`src/hw/dmr_macros.svh`:
```
//**************************************************************************
// DMR supervisor build constants
// Group count, bus and counter widths and restore window length, shared
// by the packages and the RTL of the DMR supervisor
//**************************************************************************

`ifndef DMR_MACROS_SVH
`define DMR_MACROS_SVH

// Number of core pairs under supervision
`define DMR_NUM_GROUPS 4

// Data field width of one core output bus
`define DMR_DATA_W 32

// Width of a saturating mismatch counter
`define DMR_CNT_W 8

// Length of one hardware restore window in cycles
`define DMR_RESTORE_CYCLES 6

`endif

```
`src/hw/dmr_reg_pkg.sv`:
```
//**************************************************************************
// DMR supervisor register interface types
// Strobe request and response structs and the word address map of the
// control register bank
//**************************************************************************

package dmr_reg_pkg;

  // Word addresses of the register bank
  typedef enum logic [3:0] {
    ADDR_ENABLE    = 4'd0,
    ADDR_RAPID     = 4'd1,
    ADDR_FORCE     = 4'd2,
    ADDR_STATUS    = 4'd3,
    ADDR_MISMATCH0 = 4'd4,
    ADDR_MISMATCH1 = 4'd5,
    ADDR_MISMATCH2 = 4'd6,
    ADDR_MISMATCH3 = 4'd7
  } reg_addr_e;

  typedef struct packed {
    logic        valid;
    logic        write;
    reg_addr_e   addr;
    logic [31:0] wdata;
  } reg_req_t;

  // Err flags an access to an unmapped address
  typedef struct packed {
    logic        rvalid;
    logic [31:0] rdata;
    logic        err;
  } reg_rsp_t;

endpackage

```
`src/hw/dmr_core_pkg.sv`:
```
//**************************************************************************
// DMR supervisor core-side types
// Core output bus, group redundancy mode and the control and event
// bundles exchanged between the register bank and each group
//**************************************************************************

`include "dmr_macros.svh"

package dmr_core_pkg;

  // One core's output bus as seen by the lockstep comparator
  typedef struct packed {
    logic                   valid;
    logic [31:0]            addr;
    logic [`DMR_DATA_W-1:0] data;
  } core_out_t;

  typedef enum logic [1:0] {
    NON_DMR     = 2'd0,
    DMR_RUN     = 2'd1,
    DMR_RESTORE = 2'd2
  } dmr_mode_e;

  // Per-group settings from the register bank
  // force_recovery is a single-cycle pulse
  typedef struct packed {
    logic dmr_enable;
    logic rapid_recovery;
    logic force_recovery;
  } grp_cfg_t;

  // Per-group status back to the register bank
  typedef struct packed {
    logic independent;
    logic incr_mismatch;
  } grp_evt_t;

endpackage

```
`src/hw/dmr_ctrl_regs.sv`:
```
//**************************************************************************
// DMR supervisor register bank
// Holds per-group enable, rapid-recovery and force bits, the saturating
// mismatch counters and the status word behind a valid-strobe port
//**************************************************************************

`timescale 1ns/10ps
`include "dmr_macros.svh"

module dmr_ctrl_regs (
  input  logic                                         clk_i,
  input  logic                                         rst_ni,
  input  dmr_reg_pkg::reg_req_t                        reg_req_i,
  output dmr_reg_pkg::reg_rsp_t                        reg_rsp_o,
  output dmr_core_pkg::grp_cfg_t [`DMR_NUM_GROUPS-1:0] grp_cfg_o,
  input  dmr_core_pkg::grp_evt_t [`DMR_NUM_GROUPS-1:0] grp_evt_i
);

  localparam int unsigned cnt_w = `DMR_CNT_W;

  logic                                    wr_en;
  logic [`DMR_NUM_GROUPS-1:0]              enable_q;
  logic [`DMR_NUM_GROUPS-1:0]              rapid_q;
  logic [`DMR_NUM_GROUPS-1:0]              force_q;
  logic [`DMR_NUM_GROUPS-1:0]              mis_sel;
  logic [`DMR_NUM_GROUPS-1:0]              status;
  logic [`DMR_NUM_GROUPS-1:0][cnt_w-1:0]   cnt_q;
  logic [31:0]                             rdata_d;
  logic                                    err_d;
  dmr_reg_pkg::reg_rsp_t                   rsp_q;

  assign wr_en = reg_req_i.valid & reg_req_i.write;

  // Counter address decode, status gather and config fan-out
  always_comb begin
    for (int g = 0; g < `DMR_NUM_GROUPS; g++) begin
      mis_sel[g]   = (4'(reg_req_i.addr) == 4'(dmr_reg_pkg::ADDR_MISMATCH0) + 4'(g));
      status[g]    = grp_evt_i[g].independent;
      grp_cfg_o[g] = '{dmr_enable:     enable_q[g],
                       rapid_recovery: rapid_q[g],
                       force_recovery: force_q[g]};
    end
  end

  always_ff @(posedge clk_i or negedge rst_ni) begin
    if (!rst_ni) begin
      enable_q <= '0;
      rapid_q  <= '0;
      force_q  <= '0;
    end else begin
      // Force bits live for one cycle only
      force_q <= '0;
      if (wr_en) begin
        case (reg_req_i.addr)
          dmr_reg_pkg::ADDR_ENABLE: enable_q <= reg_req_i.wdata[`DMR_NUM_GROUPS-1:0];
          dmr_reg_pkg::ADDR_RAPID:  rapid_q  <= reg_req_i.wdata[`DMR_NUM_GROUPS-1:0];
          dmr_reg_pkg::ADDR_FORCE:  force_q  <= reg_req_i.wdata[`DMR_NUM_GROUPS-1:0];
          default: ;
        endcase
      end
    end
  end

  // Saturating mismatch counters, a software clear beats an increment
  always_ff @(posedge clk_i or negedge rst_ni) begin
    if (!rst_ni) begin
      cnt_q <= '0;
    end else begin
      for (int g = 0; g < `DMR_NUM_GROUPS; g++) begin
        if (wr_en && mis_sel[g]) begin
          cnt_q[g] <= '0;
        end else if (grp_evt_i[g].incr_mismatch && (cnt_q[g] != '1)) begin
          cnt_q[g] <= cnt_q[g] + cnt_w'(1);
        end
      end
    end
  end

  // Read mux
  always_comb begin
    rdata_d = '0;
    err_d   = 1'b0;
    case (reg_req_i.addr)
      dmr_reg_pkg::ADDR_ENABLE: rdata_d[`DMR_NUM_GROUPS-1:0] = enable_q;
      dmr_reg_pkg::ADDR_RAPID:  rdata_d[`DMR_NUM_GROUPS-1:0] = rapid_q;
      dmr_reg_pkg::ADDR_FORCE:  rdata_d = '0;
      dmr_reg_pkg::ADDR_STATUS: rdata_d[`DMR_NUM_GROUPS-1:0] = status;
      default: begin
        err_d = ~|mis_sel;
        for (int g = 0; g < `DMR_NUM_GROUPS; g++) begin
          if (mis_sel[g]) begin
            rdata_d[cnt_w-1:0] = cnt_q[g];
          end
        end
      end
    endcase
  end

  // Every access is acknowledged, rdata only carries read results
  always_ff @(posedge clk_i or negedge rst_ni) begin
    if (!rst_ni) begin
      rsp_q <= '0;
    end else begin
      rsp_q.rvalid <= reg_req_i.valid;
      rsp_q.rdata  <= (reg_req_i.valid && !reg_req_i.write) ? rdata_d : '0;
      rsp_q.err    <= reg_req_i.valid & err_d;
    end
  end

  assign reg_rsp_o = rsp_q;

  a_addr_known: assert property (@(posedge clk_i) disable iff (!rst_ni)
    reg_req_i.valid |-> !$isunknown(reg_req_i.addr))
    else $error("Register address unknown during an access");

endmodule

```
`src/hw/dmr_lockstep_cmp.sv`:
```
//**************************************************************************
// DMR lockstep comparator
// Compares the output buses of the two cores of one group and flags a
// mismatch one cycle later
//**************************************************************************

`timescale 1ns/10ps

module dmr_lockstep_cmp (
  input  logic                    clk_i,
  input  logic                    rst_ni,
  input  dmr_core_pkg::core_out_t core_a_i,
  input  dmr_core_pkg::core_out_t core_b_i,
  output logic                    dmr_error_o
);

  logic valid_diff;
  logic payload_diff;
  logic mismatch;
  logic dmr_error_q;

  assign valid_diff   = core_a_i.valid ^ core_b_i.valid;
  assign payload_diff = (core_a_i.addr != core_b_i.addr) ||
                        (core_a_i.data != core_b_i.data);

  // Payload only matters when both cores present a transaction
  assign mismatch = valid_diff | (core_a_i.valid & core_b_i.valid & payload_diff);

  always_ff @(posedge clk_i or negedge rst_ni) begin
    if (!rst_ni) begin
      dmr_error_q <= 1'b0;
    end else begin
      dmr_error_q <= mismatch;
    end
  end

  assign dmr_error_o = dmr_error_q;

  a_error_known: assert property (@(posedge clk_i) disable iff (!rst_ni)
    !$isunknown(dmr_error_o))
    else $error("Lockstep error flag unknown");

endmodule

```
`src/hw/dmr_group_ctrl.sv`:
```
//**************************************************************************
// DMR group mode controller
// Moves one core pair between independent, lockstep and restore modes
// and raises the software and hardware recovery requests
//**************************************************************************

`timescale 1ns/10ps

module dmr_group_ctrl (
  input  logic                    clk_i,
  input  logic                    rst_ni,
  input  dmr_core_pkg::grp_cfg_t  cfg_i,
  input  logic                    fetch_en_i,
  input  logic                    cores_synch_i,
  input  dmr_core_pkg::core_out_t core_a_i,
  input  dmr_core_pkg::core_out_t core_b_i,
  input  logic                    recovery_finished_i,
  output dmr_core_pkg::grp_evt_t  evt_o,
  output logic [1:0]              setback_o,
  output logic                    sw_synch_req_o,
  output logic                    sw_resynch_req_o,
  output logic                    recovery_request_o
);

  dmr_core_pkg::dmr_mode_e mode_d;
  dmr_core_pkg::dmr_mode_e mode_q;
  logic                    dmr_error;
  logic                    incr_mismatch;

  dmr_lockstep_cmp i_cmp (
    .clk_i       (clk_i),
    .rst_ni      (rst_ni),
    .core_a_i    (core_a_i),
    .core_b_i    (core_b_i),
    .dmr_error_o (dmr_error)
  );

  assign recovery_request_o = (mode_q == dmr_core_pkg::DMR_RESTORE);

  assign evt_o = '{independent:   (mode_q == dmr_core_pkg::NON_DMR),
                   incr_mismatch: incr_mismatch};

  always_comb begin
    mode_d           = mode_q;
    setback_o        = 2'b00;
    sw_synch_req_o   = 1'b0;
    sw_resynch_req_o = 1'b0;
    incr_mismatch    = 1'b0;

    case (mode_q)
      dmr_core_pkg::DMR_RUN: begin
        incr_mismatch = dmr_error;
        if (cfg_i.rapid_recovery) begin
          // Hardware restore on error or on software request
          if (cfg_i.force_recovery || dmr_error) begin
            mode_d = dmr_core_pkg::DMR_RESTORE;
          end
        end else if (dmr_error) begin
          sw_resynch_req_o = 1'b1;
        end
      end
      dmr_core_pkg::DMR_RESTORE: begin
        if (recovery_finished_i) begin
          mode_d = dmr_core_pkg::DMR_RUN;
        end
      end
      default: ;
    endcase

    // Join lockstep once software reports the pair aligned
    if (mode_q == dmr_core_pkg::NON_DMR && cfg_i.dmr_enable) begin
      sw_synch_req_o = 1'b1;
      if (cores_synch_i) begin
        mode_d    = dmr_core_pkg::DMR_RUN;
        setback_o = 2'b11;
      end
    end

    // Before fetch starts the mode simply follows enable
    // A restore already in flight still runs to completion
    if (!fetch_en_i && mode_q != dmr_core_pkg::DMR_RESTORE) begin
      sw_synch_req_o = 1'b0;
      setback_o      = 2'b00;
      mode_d         = cfg_i.dmr_enable ? dmr_core_pkg::DMR_RUN : dmr_core_pkg::NON_DMR;
    end

    // Split back to independent mode
    if (mode_q == dmr_core_pkg::DMR_RUN && !cfg_i.dmr_enable) begin
      mode_d    = dmr_core_pkg::NON_DMR;
      setback_o = 2'b10;
    end
  end

  always_ff @(posedge clk_i or negedge rst_ni) begin
    if (!rst_ni) begin
      mode_q <= dmr_core_pkg::NON_DMR;
    end else begin
      mode_q <= mode_d;
    end
  end

  // Recovery unit only answers groups that asked for a restore
  a_finish_in_restore: assert property (@(posedge clk_i) disable iff (!rst_ni)
    recovery_finished_i |-> mode_q == dmr_core_pkg::DMR_RESTORE)
    else $error("Recovery finished outside of restore mode");

endmodule

```
`src/hw/dmr_recovery_unit.sv`:
```
//**************************************************************************
// DMR shared recovery unit
// Grants one pending restore at a time, lowest group first, and runs a
// fixed-length restore window for the granted group
//**************************************************************************

`timescale 1ns/10ps
`include "dmr_macros.svh"

module dmr_recovery_unit (
  input  logic                       clk_i,
  input  logic                       rst_ni,
  input  logic [`DMR_NUM_GROUPS-1:0] recovery_request_i,
  output logic [`DMR_NUM_GROUPS-1:0] recovery_finished_o,
  output logic [`DMR_NUM_GROUPS-1:0] recovery_active_o
);

  localparam int unsigned      cnt_w      = $clog2(`DMR_RESTORE_CYCLES);
  localparam logic [cnt_w-1:0] last_cycle = cnt_w'(`DMR_RESTORE_CYCLES - 1);

  logic [`DMR_NUM_GROUPS-1:0] grant_q;
  logic [`DMR_NUM_GROUPS-1:0] lowest_req;
  logic [cnt_w-1:0]           cnt_q;
  logic                       busy;
  logic                       last;

  // Two's complement isolates the lowest set request bit
  assign lowest_req = recovery_request_i & (-recovery_request_i);

  assign busy = |grant_q;
  assign last = busy && (cnt_q == last_cycle);

  assign recovery_active_o   = grant_q;
  assign recovery_finished_o = last ? grant_q : '0;

  always_ff @(posedge clk_i or negedge rst_ni) begin
    if (!rst_ni) begin
      grant_q <= '0;
      cnt_q   <= '0;
    end else if (!busy) begin
      // Idle, take the highest priority request if any
      grant_q <= lowest_req;
      cnt_q   <= '0;
    end else if (last) begin
      grant_q <= '0;
    end else begin
      cnt_q <= cnt_q + cnt_w'(1);
    end
  end

  a_active_onehot: assert property (@(posedge clk_i) disable iff (!rst_ni)
    $onehot0(recovery_active_o))
    else $error("More than one group in recovery");

endmodule

```
`src/hw/dmr_subsys_top.sv`:
```
//**************************************************************************
// DMR supervisor top level
// Connects the register bank, one mode controller per core pair and the
// shared recovery unit
//**************************************************************************

`timescale 1ns/10ps
`include "dmr_macros.svh"

module dmr_subsys_top (
  input  logic                                          clk_i,
  input  logic                                          rst_ni,
  input  dmr_reg_pkg::reg_req_t                         reg_req_i,
  output dmr_reg_pkg::reg_rsp_t                         reg_rsp_o,
  input  logic                                          fetch_en_i,
  input  logic [`DMR_NUM_GROUPS-1:0]                    cores_synch_i,
  input  dmr_core_pkg::core_out_t [`DMR_NUM_GROUPS-1:0] core_a_i,
  input  dmr_core_pkg::core_out_t [`DMR_NUM_GROUPS-1:0] core_b_i,
  output logic [`DMR_NUM_GROUPS-1:0][1:0]               setback_o,
  output logic [`DMR_NUM_GROUPS-1:0]                    sw_synch_req_o,
  output logic [`DMR_NUM_GROUPS-1:0]                    sw_resynch_req_o,
  output logic [`DMR_NUM_GROUPS-1:0]                    grp_in_independent_o,
  output logic [`DMR_NUM_GROUPS-1:0]                    recovery_active_o
);

  dmr_core_pkg::grp_cfg_t [`DMR_NUM_GROUPS-1:0] grp_cfg;
  dmr_core_pkg::grp_evt_t [`DMR_NUM_GROUPS-1:0] grp_evt;
  logic [`DMR_NUM_GROUPS-1:0]                   recovery_request;
  logic [`DMR_NUM_GROUPS-1:0]                   recovery_finished;

  dmr_ctrl_regs i_regs (
    .clk_i     (clk_i),
    .rst_ni    (rst_ni),
    .reg_req_i (reg_req_i),
    .reg_rsp_o (reg_rsp_o),
    .grp_cfg_o (grp_cfg),
    .grp_evt_i (grp_evt)
  );

  for (genvar g = 0; g < `DMR_NUM_GROUPS; g++) begin : g_group
    dmr_group_ctrl i_group_ctrl (
      .clk_i               (clk_i),
      .rst_ni              (rst_ni),
      .cfg_i               (grp_cfg[g]),
      .fetch_en_i          (fetch_en_i),
      .cores_synch_i       (cores_synch_i[g]),
      .core_a_i            (core_a_i[g]),
      .core_b_i            (core_b_i[g]),
      .recovery_finished_i (recovery_finished[g]),
      .evt_o               (grp_evt[g]),
      .setback_o           (setback_o[g]),
      .sw_synch_req_o      (sw_synch_req_o[g]),
      .sw_resynch_req_o    (sw_resynch_req_o[g]),
      .recovery_request_o  (recovery_request[g])
    );

    assign grp_in_independent_o[g] = grp_evt[g].independent;
  end

  dmr_recovery_unit i_recovery (
    .clk_i               (clk_i),
    .rst_ni              (rst_ni),
    .recovery_request_i  (recovery_request),
    .recovery_finished_o (recovery_finished),
    .recovery_active_o   (recovery_active_o)
  );

endmodule

```
`config.mk`:
```
export PLATFORM = sky130hd
export DESIGN_NAME = dmr_subsys_top
export DESIGN_NICKNAME = d
export VERILOG_FILES = /design/src/hw/dmr_reg_pkg.sv /design/src/hw/dmr_core_pkg.sv /design/src/hw/dmr_ctrl_regs.sv /design/src/hw/dmr_lockstep_cmp.sv /design/src/hw/dmr_group_ctrl.sv /design/src/hw/dmr_recovery_unit.sv /design/src/hw/dmr_subsys_top.sv
export VERILOG_INCLUDE_DIRS = /design/src /design/src/hw
export SDC_FILE = /design/constraint.sdc
export NUM_CORES = 1
export LEC_CHECK = 0
export BUFFER_PORTS_ARGS = -buffer_cell sky130_fd_sc_hd__buf_2
export CAP_MARGIN = 40
export CORE_AREA = 2 2 244 246
export CTS_BUF_LIST = sky130_fd_sc_hd__clkbuf_4
export DETAILED_ROUTE_END_ITERATION = 10
export DIE_AREA = 0 0 246 248
export RECOVER_POWER = 100
export SYNTH_ARGS = -nofsm -noshare
export SYNTH_HDL_FRONTEND = slang
export SYNTH_SLANG_ARGS = --single-unit
```
`constraint.sdc`:
```
create_clock -name clk_i -period 2 [get_ports clk_i]
set_input_delay 0.2 -clock clk_i [delete_from_list [all_inputs] [get_ports clk_i]]
set_output_delay 0.2 -clock clk_i [all_outputs]
set_load 0.005 [all_outputs]
```
# Yosys cells after proc, flatten, opt, wreduce, memory -nomap -nowiden
# Cells that the tools add are included.
# W data, S select, Z words.
# word_totals
ff_bits	97
inputBits	565
# classes
add_sub_neg	6
n_eq_ne	34
n_mux	99
n_bitwise	19
reduce_logical	51
# op_table
op	count
$ne A32 B32 Y1	8
$mux W8	13
$mux W2	44
$add A8 B1 Y8 const B	4
$ne A8 B8 Y1 const B	4
$mux W1	29
$mux W4	6
$logic_and A1 B1 Y1	22
$eq A4 B3 Y1 const B	4
$pmux W2 S2	4
$pmux W4 S4	1
$ne A2 B2 Y1 const B	6
$reduce_or A4 Y1	3
$and A1 B1 Y1	10
$eq A2 B1 Y1 const B	4
$eq A2 B2 Y1 const B	4
$eq A4 B2 Y1 const B	2
$logic_not A2 Y1	4
$logic_or A1 B1 Y1	8
$reduce_bool A2 Y1	4
$logic_not A1 Y1	7
$mux W3	2
$and A4 B4 Y4	1
$eq A4 B1 Y1 const B	1
7 further kinds	14

# Logic depth before layout (Yosys ltp)
# logic_depth
word_depth	9
ltp_mapped	7

# Modules after synthesis
# Synthesis repeated with hierarchy kept, for this count alone.
# hier_totals
hier_cells	801
area_unflattened_um2	7267.0
# by_module_without_submodules
mod	instances	cells_per_inst	area_each_um2
dmr_ctrl_regs	1	297	3009.1
dmr_lockstep_cmp	4	88	743.2
dmr_group_ctrl	4	30	230.2
dmr_recovery_unit	1	32	364.1

# Worst setup path before layout
# No wires, ideal clock.
# synth_timing
path_type	flip-flop to flip-flop
start	register i_regs.cnt_q[0] (netlist name)
end	register i_regs.cnt_q[6] (netlist name)
arrival_time_ns	1.564
required_time_ns	1.864
setup_slack_ns	0.300
stages_incl_launch_ff	7
path_buffers	0
period_less_slack_ns	1.700
cell_sequence	dfrtp_1 > ha_1 > and3_1 > a31oi_2 > and4_2 > xnor2_1 > nor2_1
# synth_between
elab_chain_len	3
word_cells_on_any_way	6
classes_between	add/sub: 1; eq/ne: 1; mux: 2; reduce/logical: 2
# synth_lines
item	line	text
start: declaration	dmr_ctrl_regs.sv:27	logic [`DMR_NUM_GROUPS-1:0][cnt_w-1:0] cnt_q;
start signal: indexed assignment	dmr_ctrl_regs.sv:73	cnt_q[g] <= cnt_q[g] + cnt_w'(1);
$add A8 B1 Y8 / $ne A8 B8 Y1 (equally long branches)	dmr_ctrl_regs.sv:73, dmr_ctrl_regs.sv:72	
$mux W8 / $logic_and A1 B1 Y1 (equally long branches)	dmr_ctrl_regs.sv:72	end else if (grp_evt_i[g].incr_mismatch && (cnt_q[g] != '1)) begin
$mux W8 / $reduce_bool A2 Y1 (equally long branches)	n/a	
# Several ways; a longest one is shown, not always the timed one. The select of a mux whose other input is x is not followed.
# A chain may end at the register's enable or synchronous reset.

==> flow_metrics.py <==
metrics = {
    "outcome": {
        "status": "finished clean",
    },
    "global_routing": {
        "grt_max_degree": 34,
        "grt.total_usage": 0.08807,
        "grt_pass1_vias": 7244,
        "grt-ovfl-total": 0,
        "grt_pass1_wl_um": 40320,
        "antenna_found_initial": 3,
    },
    "final_layout": {
        "drive_gt1_frac": 0.4641,
        "synthToLayoutAreaGrowth_pct": 57.55,
        "nets": 1948,
    },
    "setup_path": {
        "crit_start": "g_group[1].i_group_ctrl.mode_q[1]$_DFF_PN0_",
        "r2r_start": "g_group[3].i_group_ctrl.mode_q[1]$_DFF_PN0_",
        "crit_path_end": "setback_o[3]",
        "r2r_cells": 7,
        "rrSetupSlack_ns": 0.07,
        "start_kind": "flip-flop",
        "critPathRequiredTime_ns": 1.80,
        "crit_arrival_ns": 1.77,
        "end_kind": "output pin",
        "r2r-end": "i_regs.cnt_q[31]$_DFFE_PN0P_",
        "crit_path_max_fanout": 4,
        "path_class": "flip-flop to output pin",
    },
    "power": {
        "p_per_area_mw_per_mm2": 559.1,
        "leakage_nw": 4.895,
        "ir_worst_vdd_uv": 335.4,
    },
    "logic_synthesis": {
        "async_flop_share": 1.000,
        "syn_area_mm2": 0.007081,
        "synth_seq_cells": 73,
        "synth_common_cells": "xnor2_1, dfrtp_1, nand4_1",
        "yosysWarnings": 0,
        "ys_top_cells_by_area": "xnor2_1, dfrtp_1, nand4_1",
        "synth-simple-area-share": 0.1847,
        "yosysTopAreaCellShare": 0.3315,
        "synth_top_family_by_area": "XOR/XNOR gates",
        "synthXorXnorAreaFrac": 0.3501,
        "synth.distinct_cells": 53,
        "synth_edf_count": 0,
        "yosysSeqAreaShare": 0.2580,
        "syn_area_per_cell_um2": 9.256,
        "synth_flop_cell": "dfrtp_1",
        "synth.mux.area_fraction": 0.05213,
        "synthAdderAreaFrac": 0.03888,
        "synth-compound-area-share": 0.06503,
        "synth.most_common_cell": "xnor2_1",
        "syn_inst": 765,
        "yosys.area.top_type": "xnor2_1",
    },
    "die": {
        "start_util": 0.1211,
        "die_y_um": 248,
        "fp.dieW_um": 246,
        "row_count": 89,
        "core_area_mm2": 0.05846,
        "ios": 623,
        "die_area_mm2": 0.06101,
    },
    "cts": {
        "h-tree-depth": 3,
        "numCtsBuffers": 9,
        "clkSinkCount": 73,
        "clock_latency_ns": 0.46,
        "clock_path_buffers": 2,
        "cts_tree": "built",
        "cts_root_buf": "clkbuf_4",
        "clk_pin_slew_ns": 0.14,
    },
    "sta": {
        "fmax_mhz": 507.2,
        "fin_crit_ns": 1.971,
        "finalWorstSetupSlack_ns": 0.02856,
        "relSlewSlack": 0.3812,
        "drv_slew": 0,
        "hold_viol_final": 0,
        "tightest_slew_ns": 0.9281,
        "rsz0062_at_grt": "yes",
        "setup_viol": 0,
        "skew_ns": 0.02094,
        "fin_crit_sh": 0.9857,
        "tns_ns": 0,
    },
    "drt": {
        "drtPass1Iterations": 4,
        "drt-initial-drc-count": 283,
        "vias": 7623,
        "drc_errors": 0,
        "vias_per_cell": 3.562,
        "wl_per_cell_um": 13.58,
        "drtAntennaViolNets": 0,
        "wl_um": 29070,
    },
    "placed_design": {
        "pre_cts_ws_ns": 0.2244,
        "gp_congestion": 0.8897,
        "port_buffers": 570,
        "dpl.hpwl_um": 25660,
    },
    "hold_path": {
        "hp-class": "input pin to flip-flop",
    },
    "run": {
        "cap_violations": 0,
    },
}
routing by layer:
layer  global-route usage  wire (µm)
met1               0.1097      12140
met2               0.1517      13980
met3              0.01871       2255
met4              0.02620        695
met5                    0          0
final cells by class:
type | instances | area, µm²
antenna | 1 | 2.502
clock buffer | 10 | 75.07
clock inverter | 6 | 67.56
fill | 6633 | 47310
inverter | 19 | 71.32
multi-input combinational | 659 | 5090
sequential | 73 | 1827
tap | 773 | 967.2
timing repair buffer | 599 | 3055
worst min path at each step:
stage	from	to	slack [ns]	cells after the start
floorplan	rst_ni	g_group[0].i_group_ctrl.i_cmp.dmr_error_o$_DFF_PN0_	-0.1	0
global placement	rst_ni	i_regs.reg_rsp_o[5]$_DFF_PN0_	0.21	1
detailed placement	rst_ni	i_regs.reg_rsp_o[6]$_DFF_PN0_	0.20	1
CTS	reg_req_i[35]	i_regs.reg_rsp_o[0]$_DFF_PN0_	0.005	2
global route	reg_req_i[35]	i_regs.reg_rsp_o[0]$_DFF_PN0_	0.01	2
finish	reg_req_i[35]	i_regs.reg_rsp_o[0]$_DFF_PN0_	0.03	2
report_power, final:
group          internal, mW  switching, mW  total [mW]
sequential             1.89          0.551        2.44
clock                 0.399          0.632        1.03
combinational          1.53           1.24        2.76
sequential cells by signal (all words and copies together), names as in the netlist:
name                                    cells
g_group.i_group_ctrl.mode_q                 8
i_regs.enable_q                             4
g_group.i_group_ctrl.i_cmp.dmr_error_o      4
i_regs.cnt_q                               32
i_recovery.cnt_q                            3
i_regs.force_q                              4
i_regs.reg_rsp_o                           10
i_recovery.recovery_active_o                4
i_regs.rapid_q                              4
cell families after synthesis:
group                      count (synthesis)
xor gates and xnor gates                 283
and+or+nand+nor                          242
DFF                                       73
AOI/OAI and AO/OA                         64
buffers and inverters                     56
muxes                                     24
adders and majority gates                 22
other                                      1
through the flow:
stage	utilization	power (mW)	instance area, µm²	hold slack [ns]	cells
after detailed placement	0.1857	5.172	10850	0.2033	2111
final	0.1908	6.237	11160	0.03215	2140
after global routing	0.1908	6.770	11160	0.01005	2140
after CTS	0.1910	6.333	11170	0.005067	2138
after global placement	0.1857	5.138	10850	0.2125	2111
after floorplan	-	3.929	7167	-0.09559	788
worst max-delay path, cell delays in order (launching register included):
cell and delay, ns:
dfrtp_1 0.44, inv_2 0.07, buf_4 0.14, ha_1 0.18, buf_4 0.16, a21o_1 0.19, buf_2 0.14
placed cells by master, fill, tap and decap left out, types with 4 or more instances in the layout:
| cell | instances |
|---|---|
| buf_4 | 14 |
| a21oi_1 | 9 |
| a21o_1 | 7 |
| and2_0 | 6 |
| dlygate4sd3_1 | 6 |
| a31oi_1 | 10 |
| xor2_1 | 15 |
| nor2_4 | 4 |
| dfrtp_1 | 73 |
| ha_4 | 7 |
| o211ai_1 | 7 |
| buf_2 | 553 |
| clkbuf_2 | 5 |
| clkbuf_4 | 11 |
| xnor2_1 | 268 |
| and3_1 | 10 |
| nand2_1 | 31 |
| mux2i_1 | 8 |
| conb_1 | 24 |
| nor2b_1 | 4 |
| nor3_1 | 7 |
| inv_2 | 5 |
| o21ai_0 | 12 |
| mux2_2 | 8 |
| clkbuf_1 | 18 |
| ha_1 | 14 |
| a21boi_0 | 4 |
| mux4_1 | 5 |
| nor4_1 | 17 |
| inv_1 | 14 |
| nand4_1 | 73 |
| and2_1 | 5 |
| nand3_1 | 11 |
| nor2_1 | 52 |
what timing repair did:
action | 4_1_cts | 5_1_grt
hold buffers | 6 | 0
endpoints found under the hold margin | 44 | 0
setup endpoints to repair | 7 | 9
gates resized for setup | 22 | 26
pin swaps | 4 | 8
gates cloned | 0 | 0
buffers inserted | 6 | 1
(Power assumes the default switching activity.)
